$ cat config.mk
export PLATFORM = sky130hd
export DESIGN_NAME = riscboy_periph
export DESIGN_NICKNAME = d
export VERILOG_FILES = /design/src/riscboy_pkg.sv /design/src/ahbl_to_apb.sv /design/src/apb_splitter.sv /design/src/gpio.sv /design/src/riscboy_periph.sv /design/src/uart_bit_timer.sv /design/src/uart_tx.sv
export SDC_FILE = /design/constraint.sdc
export NUM_CORES = 1
export LEC_CHECK = 0
export ABC_AREA = 1
export ABC_CLOCK_PERIOD_IN_PS = 2400
export BUFFER_PORTS_ARGS = -buffer_cell sky130_fd_sc_hd__buf_2
export CORE_UTILIZATION = 48
export DETAILED_ROUTE_END_ITERATION = 7
export PLACE_DENSITY = 0.75
export SLEW_MARGIN = 20
export SYNTH_ARGS = -nofsm -noshare
export SYNTH_HDL_FRONTEND = slang
export SYNTH_SLANG_ARGS = --single-unit
$ cat constraint.sdc
create_clock -name clk -period 2.4 [get_ports clk]
set_input_delay 0 -clock clk [delete_from_list [all_inputs] [get_ports clk]]
set_output_delay 0 -clock clk [all_outputs]
set_load 0.01 [all_outputs]
$ cat src/riscboy_pkg.sv
// Shared definitions for the peripheral subsystem.
// Holds the bus structs, the width typedefs, the APB address map
// and the register offsets. Modules import it inside their body.

package riscboy_pkg;

	// ==========================================================
	// Widths
	// ==========================================================
	typedef logic [31:0] haddr_t;
	typedef logic [15:0] paddr_t;
	typedef logic [31:0] bus_data_t;
	typedef logic [15:0] pad_vec_t;
	typedef logic [7:0]  uart_byte_t;

	// ==========================================================
	// Bus structs
	// ==========================================================
	typedef struct packed {
		haddr_t    haddr;
		logic      hwrite;
		logic [1:0] htrans;
		bus_data_t hwdata;
	} ahbl_req_t;

	typedef struct packed {
		logic      hready_resp;
		logic      hresp;
		bus_data_t hrdata;
	} ahbl_rsp_t;

	typedef struct packed {
		paddr_t    paddr;
		logic      psel;
		logic      penable;
		logic      pwrite;
		bus_data_t pwdata;
	} apb_req_t;

	typedef struct packed {
		logic      pready;
		bus_data_t prdata;
		logic      pslverr;
	} apb_rsp_t;

	// AHB transfer type
	localparam logic [1:0] HTRANS_NONSEQ = 2'b10;

	// Slave windows, decoded on paddr[15:12]
	localparam paddr_t GPIO_BASE = 16'h0000;
	localparam paddr_t UART_BASE = 16'h1000;

	// Register offsets inside a window
	localparam logic [11:0] GPIO_OUT  = 12'h000;
	localparam logic [11:0] GPIO_OE   = 12'h004;
	localparam logic [11:0] GPIO_IN   = 12'h008;
	localparam logic [11:0] GPIO_FSEL = 12'h00c;
	localparam logic [11:0] UART_DATA = 12'h000;
	// Bit 0 is busy
	localparam logic [11:0] UART_STAT = 12'h004;

endpackage

$ cat src/ahbl_to_apb.sv
// AHB-Lite slave to APB master bridge.
// Each accepted AHB-Lite transfer becomes exactly one APB transfer.
// No pipelining, so the data phase of one transfer always finishes
// before the next APB setup cycle starts.

`timescale 1ns/1ns

module ahbl_to_apb (
	input  logic                   clk,
	input  logic                   arst_n,
	input  logic                   hready,
	input  riscboy_pkg::ahbl_req_t ahbl_req,
	output riscboy_pkg::ahbl_rsp_t ahbl_rsp,
	output riscboy_pkg::apb_req_t  apb_req,
	input  riscboy_pkg::apb_rsp_t  apb_rsp
);

	import riscboy_pkg::*;

	typedef enum logic [1:0] {
		ST_IDLE,
		ST_SETUP,
		ST_ACCESS,
		ST_ERR2
	} bridge_state_t;

	bridge_state_t state;
	bridge_state_t state_nxt;

	paddr_t    paddr_q;
	logic      pwrite_q;
	bus_data_t hrdata_q;

	logic hready_resp;
	logic accept;
	logic access_done;

	// ==========================================================
	// AHB-Lite side
	// ==========================================================

	// Access cycle that the slave has finished
	assign access_done = (state == ST_ACCESS) && apb_rsp.pready;

	always_comb begin
		case (state)
			ST_SETUP:  hready_resp = 1'b0;
			// First half of an error response keeps the bus stalled
			ST_ACCESS: hready_resp = apb_rsp.pready && !apb_rsp.pslverr;
			default:   hready_resp = 1'b1;
		endcase
	end

	assign accept = hready && (ahbl_req.htrans == HTRANS_NONSEQ) && hready_resp;

	always_comb begin
		state_nxt = state;
		case (state)
			ST_SETUP:  state_nxt = ST_ACCESS;
			ST_ACCESS: begin
				if (apb_rsp.pready) begin
					state_nxt = apb_rsp.pslverr ? ST_ERR2 : ST_IDLE;
				end
			end
			default:   state_nxt = ST_IDLE;
		endcase
		// A new address phase may overlap the last data cycle
		if (accept) begin
			state_nxt = ST_SETUP;
		end
	end

	always_ff @(posedge clk or negedge arst_n) begin
		if (!arst_n) begin
			state <= ST_IDLE;
		end else begin
			state <= state_nxt;
		end
	end

	// Address phase capture
	always_ff @(posedge clk) begin
		if (accept) begin
			paddr_q  <= ahbl_req.haddr[$bits(paddr_t)-1:0];
			pwrite_q <= ahbl_req.hwrite;
		end
	end

	// Read data held after the access cycle
	always_ff @(posedge clk) begin
		if (access_done) begin
			hrdata_q <= apb_rsp.prdata;
		end
	end

	always_comb begin
		ahbl_rsp.hready_resp = hready_resp;
		ahbl_rsp.hresp       = (state == ST_ERR2) || (access_done && apb_rsp.pslverr);
		// Pass prdata through during the access and the held copy after it
		ahbl_rsp.hrdata      = (state == ST_ACCESS) ? apb_rsp.prdata : hrdata_q;
	end

	// ==========================================================
	// APB side
	// ==========================================================
	always_comb begin
		apb_req.paddr   = paddr_q;
		apb_req.psel    = (state == ST_SETUP) || (state == ST_ACCESS);
		apb_req.penable = (state == ST_ACCESS);
		apb_req.pwrite  = pwrite_q;
		// hwdata is stable for the whole data phase
		apb_req.pwdata  = ahbl_req.hwdata;
	end

endmodule

$ cat src/apb_splitter.sv
// APB address decoder.
// Routes the bridge's transfer to GPIO or UART by paddr[15:12] and
// returns the selected slave's response. Unmapped windows get a
// slave error in the access cycle.

`timescale 1ns/1ns

module apb_splitter (
	input  riscboy_pkg::apb_req_t bridge_req,
	output riscboy_pkg::apb_rsp_t bridge_rsp,
	output riscboy_pkg::apb_req_t gpio_req,
	input  riscboy_pkg::apb_rsp_t gpio_rsp,
	output riscboy_pkg::apb_req_t uart_req,
	input  riscboy_pkg::apb_rsp_t uart_rsp
);

	import riscboy_pkg::*;

	logic sel_gpio;
	logic sel_uart;

	assign sel_gpio = bridge_req.paddr[15:12] == GPIO_BASE[15:12];
	assign sel_uart = bridge_req.paddr[15:12] == UART_BASE[15:12];

	// Full request goes to both slaves with psel only on the decoded one
	always_comb begin
		gpio_req      = bridge_req;
		gpio_req.psel = bridge_req.psel && sel_gpio;
		uart_req      = bridge_req;
		uart_req.psel = bridge_req.psel && sel_uart;
	end

	// Response mux
	always_comb begin
		if (sel_gpio) begin
			bridge_rsp = gpio_rsp;
		end else if (sel_uart) begin
			bridge_rsp = uart_rsp;
		end else begin
			// Unmapped window completes at once with an error
			bridge_rsp.pready  = 1'b1;
			bridge_rsp.prdata  = '0;
			bridge_rsp.pslverr = bridge_req.psel && bridge_req.penable;
		end
	end

endmodule

$ cat src/gpio.sv
// GPIO block with APB registers and simple pad muxing.
// OUT and OE drive the pads directly; FSEL bit 0 hands pad 0 to the
// UART transmitter. IN reads the pads through a two-flop synchronizer.

`timescale 1ns/1ns

module gpio #(
	parameter int N_PADS = 16
) (
	input  logic                  clk,
	input  logic                  arst_n,
	input  riscboy_pkg::apb_req_t apb_req,
	output riscboy_pkg::apb_rsp_t apb_rsp,
	input  riscboy_pkg::pad_vec_t pad_in,
	input  logic                  uart_txd,
	output riscboy_pkg::pad_vec_t pad_out,
	output riscboy_pkg::pad_vec_t pad_oe
);

	import riscboy_pkg::*;

	logic [N_PADS-1:0] out_q;
	logic [N_PADS-1:0] oe_q;
	logic [N_PADS-1:0] fsel_q;
	logic [N_PADS-1:0] in_meta_q;
	logic [N_PADS-1:0] in_sync_q;
	logic              wr_en;
	logic [11:0]       offset;

	assign offset = apb_req.paddr[11:0];
	assign wr_en  = apb_req.psel && apb_req.penable && apb_req.pwrite;

	always_ff @(posedge clk or negedge arst_n) begin
		if (!arst_n) begin
			out_q     <= '0;
			oe_q      <= '0;
			fsel_q    <= '0;
			in_meta_q <= '0;
			in_sync_q <= '0;
		end else begin
			in_meta_q <= pad_in[N_PADS-1:0];
			in_sync_q <= in_meta_q;
			if (wr_en) begin
				case (offset)
					GPIO_OUT:  out_q  <= apb_req.pwdata[N_PADS-1:0];
					GPIO_OE:   oe_q   <= apb_req.pwdata[N_PADS-1:0];
					GPIO_FSEL: fsel_q <= apb_req.pwdata[N_PADS-1:0];
					default:   ;
				endcase
			end
		end
	end

	// No wait states, no errors
	always_comb begin
		apb_rsp.pready  = 1'b1;
		apb_rsp.pslverr = 1'b0;
		apb_rsp.prdata  = '0;
		case (offset)
			GPIO_OUT:  apb_rsp.prdata[N_PADS-1:0] = out_q;
			GPIO_OE:   apb_rsp.prdata[N_PADS-1:0] = oe_q;
			GPIO_IN:   apb_rsp.prdata[N_PADS-1:0] = in_sync_q;
			GPIO_FSEL: apb_rsp.prdata[N_PADS-1:0] = fsel_q;
			default:   ;
		endcase
	end

	// Pad mux
	always_comb begin
		pad_out             = '0;
		pad_oe              = '0;
		pad_out[N_PADS-1:0] = out_q;
		pad_oe[N_PADS-1:0]  = oe_q;
		if (fsel_q[0]) begin
			pad_out[0] = uart_txd;
		end
	end

endmodule

$ cat src/riscboy_periph.sv
// Peripheral subsystem top level.
// AHB-Lite slave port in, APB fabric inside, UART and GPIO behind it.
// Only instances and the nets between them live here.

`timescale 1ns/1ns

module riscboy_periph #(
	parameter int N_PADS       = 16,
	parameter int CLKS_PER_BIT = 8
) (
	input  logic                   clk,
	input  logic                   arst_n,
	input  logic                   hready,
	input  riscboy_pkg::ahbl_req_t ahbl_req,
	output riscboy_pkg::ahbl_rsp_t ahbl_rsp,
	input  riscboy_pkg::pad_vec_t  pad_in,
	output riscboy_pkg::pad_vec_t  pad_out,
	output riscboy_pkg::pad_vec_t  pad_oe
);

	import riscboy_pkg::*;

	// ==========================================================
	// Interconnect
	// ==========================================================
	apb_req_t bridge_apb_req;
	apb_rsp_t bridge_apb_rsp;
	apb_req_t gpio_apb_req;
	apb_rsp_t gpio_apb_rsp;
	apb_req_t uart_apb_req;
	apb_rsp_t uart_apb_rsp;
	logic     uart_txd;

	// ==========================================================
	// Bus fabric
	// ==========================================================
	ahbl_to_apb ahbl_to_apb_inst (
		.clk      (clk),
		.arst_n   (arst_n),
		.hready   (hready),
		.ahbl_req (ahbl_req),
		.ahbl_rsp (ahbl_rsp),
		.apb_req  (bridge_apb_req),
		.apb_rsp  (bridge_apb_rsp)
	);

	apb_splitter apb_splitter_inst (
		.bridge_req (bridge_apb_req),
		.bridge_rsp (bridge_apb_rsp),
		.gpio_req   (gpio_apb_req),
		.gpio_rsp   (gpio_apb_rsp),
		.uart_req   (uart_apb_req),
		.uart_rsp   (uart_apb_rsp)
	);

	// ==========================================================
	// Slaves
	// ==========================================================
	uart_tx #(
		.CLKS_PER_BIT (CLKS_PER_BIT)
	) uart_tx_inst (
		.clk     (clk),
		.arst_n  (arst_n),
		.apb_req (uart_apb_req),
		.apb_rsp (uart_apb_rsp),
		.txd     (uart_txd)
	);

	gpio #(
		.N_PADS (N_PADS)
	) gpio_inst (
		.clk      (clk),
		.arst_n   (arst_n),
		.apb_req  (gpio_apb_req),
		.apb_rsp  (gpio_apb_rsp),
		.pad_in   (pad_in),
		.uart_txd (uart_txd),
		.pad_out  (pad_out),
		.pad_oe   (pad_oe)
	);

endmodule

$ cat src/uart_bit_timer.sv
// Bit timer for the UART transmitter.
// A start pulse begins a ten-bit frame; bit_tick marks the last clock
// of each bit and busy covers the frame up to the end of the stop bit.

`timescale 1ns/1ns

module uart_bit_timer #(
	parameter int CLKS_PER_BIT = 8
) (
	input  logic       clk,
	input  logic       arst_n,
	input  logic       start,
	output logic       bit_tick,
	output logic [3:0] bit_index,
	output logic       busy
);

	localparam int W_DIV = $clog2(CLKS_PER_BIT + 1);
	localparam logic [W_DIV-1:0] DIV_LAST = W_DIV'(CLKS_PER_BIT - 1);
	// Start, 8 data, stop
	localparam logic [3:0] LAST_BIT = 4'd9;

	logic [W_DIV-1:0] div_q;

	assign bit_tick = busy && (div_q == DIV_LAST);

	always_ff @(posedge clk or negedge arst_n) begin
		if (!arst_n) begin
			div_q     <= '0;
			bit_index <= '0;
			busy      <= 1'b0;
		end else if (start) begin
			div_q     <= '0;
			bit_index <= '0;
			busy      <= 1'b1;
		end else if (bit_tick) begin
			div_q     <= '0;
			bit_index <= bit_index + 4'd1;
			if (bit_index == LAST_BIT) begin
				busy <= 1'b0;
			end
		end else if (busy) begin
			div_q <= div_q + W_DIV'(1);
		end
	end

endmodule

$ cat src/uart_tx.sv
// UART transmitter with an APB register interface.
// A write to DATA sends one 8N1 frame; while a frame is in progress
// a further DATA write is held off with pready low. STAT bit 0 is busy.

`timescale 1ns/1ns

module uart_tx #(
	parameter int CLKS_PER_BIT = 8
) (
	input  logic                  clk,
	input  logic                  arst_n,
	input  riscboy_pkg::apb_req_t apb_req,
	output riscboy_pkg::apb_rsp_t apb_rsp,
	output logic                  txd
);

	import riscboy_pkg::*;

	logic       apb_access;
	logic       data_wr;
	logic       stall;
	logic       start;
	logic       bit_tick;
	logic [3:0] bit_index;
	logic       busy;
	logic       frame_end;
	uart_byte_t tx_byte;
	logic [9:0] frame_q;

	// ==========================================================
	// Register decode
	// ==========================================================
	assign apb_access = apb_req.psel && apb_req.penable;
	assign data_wr    = apb_access && apb_req.pwrite && (apb_req.paddr[11:0] == UART_DATA);

	// Back-pressure until the current frame has drained
	assign stall = data_wr && busy;
	assign start = data_wr && !busy;

	assign tx_byte = apb_req.pwdata[7:0];

	always_comb begin
		apb_rsp.pready  = !stall;
		apb_rsp.pslverr = 1'b0;
		apb_rsp.prdata  = '0;
		if (apb_req.paddr[11:0] == UART_STAT) begin
			apb_rsp.prdata[0] = busy;
		end
	end

	// ==========================================================
	// Frame shifter
	// ==========================================================
	uart_bit_timer #(
		.CLKS_PER_BIT (CLKS_PER_BIT)
	) uart_bit_timer_inst (
		.clk       (clk),
		.arst_n    (arst_n),
		.start     (start),
		.bit_tick  (bit_tick),
		.bit_index (bit_index),
		.busy      (busy)
	);

	assign frame_end = bit_tick && (bit_index == 4'd9);

	// LSB goes out first and the line idles high
	always_ff @(posedge clk or negedge arst_n) begin
		if (!arst_n) begin
			frame_q <= '1;
		end else if (start) begin
			frame_q <= {1'b1, tx_byte, 1'b0};
		end else if (frame_end) begin
			frame_q <= '1;
		end else if (bit_tick) begin
			frame_q <= {1'b1, frame_q[9:1]};
		end
	end

	assign txd = frame_q[0];

endmodule
# After elaboration in Yosys (flattened, before gate mapping)
# Cells that the tools add are included.
dict set report word_totals {
  regBits 150
  in_bits 86
  out_inout_bits 66
  word_cells 80
}
dict set report classes {
  n_addsub 2
  n_eq_ne 11
  mux 22
  reduce_logical 32
}
# cell count
set op_table {}
lappend op_table {{34-bit 2-to-1 mux} 2}
lappend op_table {{16-bit one-hot mux with 4 select lines} 1}
lappend op_table {{32-bit 2-to-1 mux} 1}
lappend op_table {{10-bit 2-to-1 mux} 3}
lappend op_table {{12-bit by 4-bit == test with 1-bit output (second input constant)} 2}
lappend op_table {{4-bit 2-to-1 mux} 5}
lappend op_table {{1-bit logical AND} 17}
lappend op_table {{12-bit by 3-bit == test with 1-bit output (second input constant)} 1}
lappend op_table {{12-bit logical NOT} 1}
lappend op_table {{4-bit by 1-bit adder with 4-bit output (second input constant)} 2}
lappend op_table {{2-bit AND reduction} 4}
lappend op_table {{2-bit == test (second input constant)} 3}
lappend op_table {{2-bit 2-to-1 mux} 3}
lappend op_table {{3-bit nonzero test} 2}
lappend op_table {{1-bit 2-to-1 mux} 5}
lappend op_table {{4-bit by 1-bit == test with 1-bit output (second input constant)} 1}
lappend op_table {{4-bit by 3-bit == test with 1-bit output (second input constant)} 1}
lappend op_table {{4-bit == test (second input constant)} 1}
lappend op_table {{4-bit logical NOT} 1}
lappend op_table {{2-bit one-hot mux with 2 select lines} 1}
lappend op_table {{2-bit nonzero test} 2}
lappend op_table {{1-bit logical NOT} 3}
lappend op_table {{3-bit inequality test (second input constant)} 1}
lappend op_table {{2-bit by 1-bit == test with 1-bit output (second input constant)} 1}
lappend op_table {{2 further kinds} 3}

# Logic depth before layout (Yosys ltp)
# Gate-level depths: netlist of the first run.
dict set report depth {
  ltp_word 15
  depth_mapped 12
  ltp_nobuf 11
}

# Modules after synthesis
# A second synthesis of the first run with hierarchy kept.
dict set report unflattened {
  hier_cells 1063
  hier_area_um2 8909.8
}
# mod n_inst cells_per_inst area_per_inst_um2 seq_area_each_um2
set modules_own_cells {}
lappend modules_own_cells {gpio 1 412 3749.8 2001.9}
lappend modules_own_cells {ahbl_to_apb 1 219 2332.2 1521.5}
lappend modules_own_cells {apb_splitter 1 228 1371.3 0.0}
lappend modules_own_cells {uart_tx 1 147 960.9 236.5}
lappend modules_own_cells {uart_bit_timer 1 57 495.5 225.2}

# Least setup slack after synthesis of the first run
# No wires, ideal clock.
dict set report synth_path {
  path_kind {register to register}
  startpoint {reg ahbl_to_apb_inst.state[0]}
  endpoint {reg ahbl_to_apb_inst.hrdata_q[0] (enable)}
  setup_time_ns 0.394
  arrival_time_ns 2.057
  required_time_ns 2.006
  setup_slack_ns -0.051
  path_stages_with_launch 7
  n_path_buf 2
  synth_period_minus_slack_ns 2.451
  cell_sequence {dfrtp_1 inv_1 ha_1 buf_2 clkinv_1 clkbuf_1 a21oi_1}
}
dict set report synth_between {
  elab_chain_len 11
  word_cells_on_any_way 12
  cone_classes {2 x eq/ne; 2 x mux; 8 x reduce/logical}
}
# element line_no
set synth_lines {}
lappend synth_lines {{start: declaration} ahbl_to_apb.sv:27} ;# bridge_state_t state;
lappend synth_lines {{start signal: assignment} ahbl_to_apb.sv:77} ;# state <= state_nxt;
lappend synth_lines {{2-bit by 1-bit == test with 1-bit output / 2-bit == test (equally long branches)} {ahbl_to_apb.sv:108, ahbl_to_apb.sv:43, ahbl_to_apb.sv:109}}
lappend synth_lines {{1-bit logical OR} ahbl_to_apb.sv:108} ;# apb_req.psel = (state == ST_SETUP) || (state == ST_ACCESS);
lappend synth_lines {{1-bit logical AND} apb_splitter.sv:30} ;# uart_req.psel = bridge_req.psel && sel_uart;
lappend synth_lines {{1-bit logical AND} uart_tx.sv:33} ;# assign apb_access = apb_req.psel && apb_req.penable;
lappend synth_lines {{1-bit logical AND (2 in series)} uart_tx.sv:34} ;# assign data_wr = apb_access && apb_req.pwrite && (apb_req.paddr[11:0] == UART_DATA);
lappend synth_lines {{1-bit logical AND} uart_tx.sv:37} ;# assign stall = data_wr && busy;
lappend synth_lines {{1-bit logical NOT} uart_tx.sv:43} ;# apb_rsp.pready = !stall;
lappend synth_lines {{34-bit 2-to-1 mux} apb_splitter.sv:37} ;# end else if (sel_uart) begin
lappend synth_lines {{34-bit 2-to-1 mux} apb_splitter.sv:35} ;# if (sel_gpio) begin
lappend synth_lines {{1-bit logical AND *} ahbl_to_apb.sv:43} ;# assign access_done = (state == ST_ACCESS) && apb_rsp.pready;
lappend synth_lines {{via ahbl_to_apb_inst.access_done} ahbl_to_apb.sv:36} ;# logic access_done;
lappend synth_lines {{end signal: assignment} ahbl_to_apb.sv:92} ;# hrdata_q <= apb_rsp.prdata;
lappend synth_lines {{end: declaration} ahbl_to_apb.sv:32} ;# bus_data_t hrdata_q;
# The timed path passes the listed nets; every way through them passes the cells marked *.
# A chain may end at the register's enable or synchronous reset.

# Worst setup path in the final report of the first run
dict set report layout_path {
  startpoint {reg ahbl_to_apb_inst.state[0]}
  endpoint {reg gpio_inst.out_q[10]}
}
dict set report layout_between {
  elab_chain_len 6
  word_cells_on_any_way 7
  cone_classes {2 x eq/ne; 5 x reduce/logical}
}
# element line_no
set layout_lines {}
lappend layout_lines {{2-bit by 1-bit == test with 1-bit output / 2-bit == test (equally long branches)} {ahbl_to_apb.sv:108, ahbl_to_apb.sv:109}}
lappend layout_lines {{1-bit logical OR} ahbl_to_apb.sv:108}
lappend layout_lines {{1-bit logical AND} apb_splitter.sv:28} ;# gpio_req.psel = bridge_req.psel && sel_gpio;
lappend layout_lines {{1-bit logical AND * (2 in series)} gpio.sv:31} ;# assign wr_en = apb_req.psel && apb_req.penable && apb_req.pwrite;
lappend layout_lines {{2-bit AND reduction (no source line) *} -}
lappend layout_lines {{end signal: assignment} gpio.sv:45} ;# GPIO_OUT: out_q <= apb_req.pwdata[N_PADS-1:0];
lappend layout_lines {{end: declaration} gpio.sv:22} ;# logic [N_PADS-1:0] out_q;
# Mark *: on every way between the ends. The rest lies on a longest branch, timed or not.

==> flow_metrics.tcl, run 1 <==
set metrics [dict create \
    critical_path_buf_inv_count 1 \
    first_pass_iters 6 \
    htreeDepth 4 \
    grt_first_pass_wirelength_mm 23.1 \
    ys_ff_latch 133 \
    first_global_vias 4731 \
    layout_commonest_cell "nand2_1" \
    dp_hpwl_mm 9.24 \
    cts_tree "done" \
    status "complete, no violations" \
    worst_pin_slew_ps 664 \
    drv.max_cap_violation_count 0 \
    rrSetupSlack_ps 30 \
    synth.largest_area_cell "dfrtp_1" \
    final_cell_mix "nand2_1 (223), buf_2 (102), dfrtp_1 (91), inv_1 (61), dlygate4sd3_1 (52)" \
    hold_path_class "in -> async" \
    finalSetupViolCount 0 \
    drtIter0Drc 540 \
    vias 4834 \
    dp_slack_ps 37.5 \
    wl_met1_mm 6.30 \
    synthAdderAreaFrac_pct 1.44 \
    clkTransAtPathRegs_ps 60 \
    dpl.cell_count 900 \
    critical_path_arrival_ps 2700 \
    cp.required_ps 2730 \
    grt_use_total_pct 23.5 \
    io-pin-count 152 \
    die_w_um 115 \
    synth-compound-area-share_pct 8.63 \
    rsz0062_at_grt "true" \
    die_area_um2 13100 \
    grt_start_max_net_pins 53 \
    drv_slew 0 \
    synth.avg_cell_area_um2 9.25 \
    core_um2 12200 \
    fin_crit_sh_pct 98.7 \
    worstPathCellList "inv_1 -> ha_1 -> nor4_2 -> nand2_2 -> o21ai_0" \
    stdcell_area_um2 7840 \
    clock_path_buffers 2 \
    irDropWorstVdd_uv 514 \
    syn_inst 658 \
    crit_slowest_cell "nor4_2" \
    antenna_left 0 \
    fin_tns_setup_ps 0 \
    antenna_found_initial 0 \
    final_cells 993 \
    slowest_delay_ps 560 \
    fp-row-count 40 \
    end_kind "flop" \
    yosys.area.top_type_share_pct 37.4 \
    multi_input_area_um2 2010 \
    synthTopCellsByArea "dfrtp_1 (37%), edfxtp_1 (16%), nand2_1 (14%)" \
    wl_met3_um 931 \
    seq_area_frac_synth_pct 57.6 \
    remaining_drc_errors 0 \
    p_per_area_nw_per_um2 678 \
    vias_per_cell 4.87 \
    cp_max_fo 32 \
    hold_viol 0 \
    io_buffers 103 \
    p_total_w 0.00532 \
    cts_num_sinks 133 \
    synthesis.area_um2 6090 \
    slew_headroom_pct 55.7 \
    muxShareOfSynthArea_pct 0 \
    skew_ps 8.62 \
    synthSimpleGateAreaFrac_pct 20.9 \
    fmax_ghz 0.422 \
    nets 905 \
    root_buffer "clkbuf_16" \
    drt-total-wl_mm 14.9 \
    min_period_ps 2370 \
    grt_overflow 0 \
    setup_slack_ps 31.4 \
    p_leak_nw 3.94 \
    synth_top_family_by_area "simple AND/OR/NAND/NOR gates" \
    cp_top_family "simple AND/OR/NAND/NOR gates" \
    highest_layer "met4" \
    start_util_pct 49.9 \
    wl_per_cell_um 15.0 \
    placed_area_um2 6560 \
    yosysUniqueCellTypes 37 \
    area_growth_pct 28.8 \
    clkLatencyLatePin_ps 420 \
    start_kind "flop" \
    synth_xor_area_share_pct 0.432 \
    critPathKind "reg -> reg" \
    gp_congestion 0.811 \
    drive_gt1_share_pct 24.2 \
    die_h_um 115 \
    final.fill_count 973 \
    cts-buffers-inserted 17 \
    antenna_cells 0 \
    wl_met2_mm 7.26 \
    regArea_um2 3500 \
    synth_warnings 0 \
]
cells by family after synthesis:
family / Yosys count
AO/OA/AOI/OAI: 95
XOR/XNOR: 3
adder cells (fa/ha/maj): 7
buffers and inverters: 126
flip-flops: 133
other: 1
AND/OR/NAND/NOR: 293
metal layers:
layer / vias up / global-route usage, %
met1: 2260 / 30.2
met2: 187 / 36.9
met4: 0 / 12.0
li1: 2358 / -
met3: 29 / 5.93
met5: - / 0
cell type report:
cell class / count / area share (%)
clock buffer: 21 / 6.28
clock inverter: 11 / 1.80
inverter: 73 / 3.67
multi-input combinational: 416 / 25.6
sequential: 133 / 44.7
tap: 168 / 2.68
timing repair buffer: 171 / 15.2
final timing paths:
check | depth (start not counted) | to | from
max | 5 | gpio_inst.out_q[10] | ahbl_to_apb_inst.state[0]
min | 2 | gpio_inst.in_meta_q[10] | arst_n
max reg2reg | 5 | gpio_inst.out_q[10] | ahbl_to_apb_inst.state[0]
min reg2reg | 0 | gpio_inst.in_sync_q[1] | gpio_inst.in_meta_q[1]
max in group asynchronous | 3 | gpio_inst.in_meta_q[2] | arst_n
min in group clk | 2 | gpio_inst.in_meta_q[10] | pad_in[10]
cell usage after synthesis:
master    instances
a21boi_0          1
a21boi_1          1
a21oi_1          22
a22o_1            1
buf_2            10
buf_4            36
buf_6             4
buf_8             1
clkbuf_1          2
clkinv_1          1
clkinv_2          1
conb_1            1
dfrtp_1          91
dfstp_2           9
edfxtp_1         33
ha_1              7
inv_1            62
inv_2             8
inv_6             1
nand2_1         226
nand2_2           7
nand3_1          26
nand3_2           1
nand3b_1          1
nand4_1           4
nor2_1           17
nor2_2            3
nor2_4            2
nor2_8            4
nor3_2            1
nor4_2            1
o211ai_1          7
o21ai_0          32
o21ai_1          24
o21ai_2           6
o22ai_1           1
xor2_1            3
what timing repair did:
item	in CTS	in global routing
hold buffers	52	0
buffers inserted	0	7
hold endpoints to repair	131	0
setup endpoints to repair	0	55
gates resized for setup	0	8
flip-flops by register name (all words and copies together) (netlist names), 4 cells and up:
register	flops
ahbl_to_apb_inst.hrdata_q	16
ahbl_to_apb_inst.paddr_q	16
gpio_inst.fsel_q	16
gpio_inst.in_meta_q	16
gpio_inst.in_sync_q	16
gpio_inst.out_q	16
gpio_inst.pad_oe	16
uart_tx_inst.frame_q	9
uart_tx_inst.uart_bit_timer_inst.bit_index	4
uart_tx_inst.uart_bit_timer_inst.div_q	4
metrics by stage:
stage	util (%)	hold WS (ps)
detailed placement	53.7	71.9
finish	64.2	145
floorplan	-	-296
CTS	63.1	160
global route	64.2	206
global placement	53.7	59.4
report_power, final:
part	total (W)	internal (W)	leakage [nW]	switching, W
clock network	0.00275	0.00178	0.307	0.000964
registers	0.00237	0.00236	1.37	0.0000138
logic	0.000204	0.000100	2.26	0.000104
total	0.00532	0.00424	3.94	0.00108
(Power assumes the default switching activity.)
==> run 2, diff against run 1 <==
--- a/config.mk
+++ b/config.mk
@@ -10,8 +10,9 @@
 export BUFFER_PORTS_ARGS = -buffer_cell sky130_fd_sc_hd__buf_2
 export CORE_UTILIZATION = 48
 export DETAILED_ROUTE_END_ITERATION = 7
-export PLACE_DENSITY = 0.75
+export PLACE_DENSITY = 0.72
 export SLEW_MARGIN = 20
 export SYNTH_ARGS = -nofsm -noshare
 export SYNTH_HDL_FRONTEND = slang
+export SYNTH_HIERARCHICAL = 1
 export SYNTH_SLANG_ARGS = --single-unit
==> flow_metrics.tcl, run 2 <==
set metrics [dict create \
    multi_input_area_um2 2960 \
    fin_crit_sh_pct 100 \
    finalSetupViolCount 1 \
    min_delay_path_depth 4 \
    p_leak_nw 4.96 \
    largest_reg_flops 32 \
    synth_warnings 6 \
    die_h_um 135 \
    area_growth_pct 17.1 \
    stdcell_area_um2 9870 \
    first_global_vias 5743 \
    irDropWorstVdd_uv 443 \
    dpl.cell_count 1228 \
    switching_share_pct 23.4 \
    p_switching_w 0.00130 \
    cts_tree "done" \
    start_util_pct 48.9 \
    fmax_ghz 0.415 \
    synth.avg_cell_area_um2 8.44 \
    vias_per_cell 4.78 \
    clkTransAtPathRegs_ps 60 \
    clkLatencyLatePin_ps 420 \
    start_kind "flop" \
    drv_slew 0 \
    nets 1190 \
    drtIter0Drc 341 \
    antenna_found_initial 0 \
    die_area_um2 18100 \
    cts-buffers-inserted 17 \
    status "finished, violations left" \
    syn_inst 999 \
    grt_start_max_net_pins 67 \
    antenna_left 0 \
    first_pass_iters 5 \
    fin_tns_setup_ps -8.95 \
    antenna_cells 0 \
    critPathKind "reg -> out" \
    rrSetupSlack_ps 110 \
    regMostFlops "ahbl_to_apb_inst/hrdata_q" \
    dp_hpwl_mm 11.6 \
    critical_path_arrival_ps 2410 \
    layout_commonest_cell "nand2_1" \
    grt_overflow 0 \
    regArea_um2 3990 \
    root_buffer "clkbuf_16" \
    gp_congestion 0.826 \
    fp-row-count 48 \
    synthesis.area_um2 8430 \
    worstHoldEndpoint "ahbl_to_apb_inst/state[0]" \
    grt_use_total_pct 20.3 \
    final_cells 1336 \
    p_per_area_nw_per_um2 566 \
    placed_area_um2 8340 \
    rsz0062_at_grt "true" \
    cts_num_sinks 149 \
    utilization_pct 57.2 \
    vias 6385 \
    cp_max_fo 3 \
    drv.max_cap_violation_count 0 \
    end_kind "output port" \
    drive_gt1_share_pct 24.4 \
    remaining_drc_errors 0 \
    htreeDepth 4 \
    r2r_cells 17 \
    hold_path_class "in -> reg" \
    setup_slack_ps -8.95 \
    slew_headroom_pct 60.6 \
    power_frac_clock_pct 47.2 \
    skew_ps 7.19 \
    hp-start "ahbl_req[33]" \
    die_w_um 135 \
    io_buffers 119 \
    clock_path_buffers 2 \
    io-pin-count 152 \
    wl_per_cell_um 13.9 \
    min_period_ps 2410 \
    hold_viol 0 \
    worst_pin_slew_ps 591 \
    p_int_w 0.00428 \
    r2r_end "ahbl_to_apb_inst/hrdata_q[4]" \
    r2r_start "ahbl_to_apb_inst/state[0]" \
    final.fill_count 1457 \
    seqPwrFrac_pct 48.0 \
    comb_power_share_pct 4.8 \
    violations "negative setup slack" \
    grt_first_pass_wirelength_mm 28.7 \
    final_cell_mix "nand2_1 (286), nand3_1 (149), buf_2 (114), dfrtp_1 (91), inv_1 (88)" \
    drt-total-wl_mm 18.6 \
    core_um2 17200 \
    cp.required_ps 2400 \
]
==> run 2: metal layers <==
layer / vias up / track usage, % / share of wire, %
li1: 3201 / - / -
met1: 2940 / 27.5 / 44
met2: 204 / 32.4 / 49
met3: 40 / 4.35 / 5.1
met4: 0 / 6.87 / 2.5
met5: - / 0 / 0
==> run 2: cell type report <==
type / instances / share of cell area, %
repair buffers: 212 / 16.8
clock buffers: 20 / 4.84
inverters: 99 / 3.84
clock inverters: 12 / 1.26
multi-input cells: 619 / 30.0
well taps: 225 / 2.85
flip-flops and latches: 149 / 40.4
==> run 2: worst max-delay path by stage <==
stage               slack [ps]  cells past startpoint                 startpoint                      endpoint
floorplan                  -10                     14  ahbl_to_apb_inst/state[1]  ahbl_to_apb_inst/hrdata_q[0]
global placement           110                     15  ahbl_to_apb_inst/state[1]   ahbl_to_apb_inst/paddr_q[0]
detailed placement          30                     15  ahbl_to_apb_inst/state[1]  ahbl_to_apb_inst/paddr_q[10]
CTS                         10                     17  ahbl_to_apb_inst/state[1]                  ahbl_rsp[32]
global route              -140                     18  ahbl_to_apb_inst/state[0]                  ahbl_rsp[32]
finish                      -9                     18  ahbl_to_apb_inst/state[0]                  ahbl_rsp[32]
==> run 2: power groups by stage <==
stage                     registers (W)  clock network [W]  logic [W]
after global placement          0.00273                  0   0.000190
after global routing            0.00268            0.00280   0.000304
after floorplan                 0.00272                  0   0.000211
final                           0.00268            0.00263   0.000270
after CTS                       0.00268            0.00270   0.000259
after detailed placement        0.00273                  0   0.000193
==> run 2: worst max-delay path, stage by stage, from the launching register on <==
cell and delay (ps):
dfrtp_1 360, inv_1 50, ha_1 290, inv_2 80, inv_2 40, nor2_2 80
nand2_1 60, inv_1 50, nand2_1 50, nor2_2 130, nand3_2 80, o21ai_2 150
inv_2 70, nand2_4 70, buf_6 100, clkinvlp_4 70, nand2_2 70, nand2_1 60
buf_2 130
==> run 2: timing repair <==
action	4_1_cts	5_1_grt
pin swaps	4	32
endpoints found under the hold margin	131	0
hold buffers	50	0
setup endpoints to repair	7	34
gates resized for setup	1	22
gates cloned	0	6
buffers inserted	7	13
==> run 2: metrics by stage <==
stage,power (W),setup slack [ps],hold WS (ps)
after floorplan,0.00293,-10.1,-296
after detailed placement,0.00292,26.0,31.2
after global routing,0.00578,-139,86.8
after CTS,0.00564,11.8,17.4
final,0.00558,-8.95,71.2
after global placement,0.00292,111,30.4
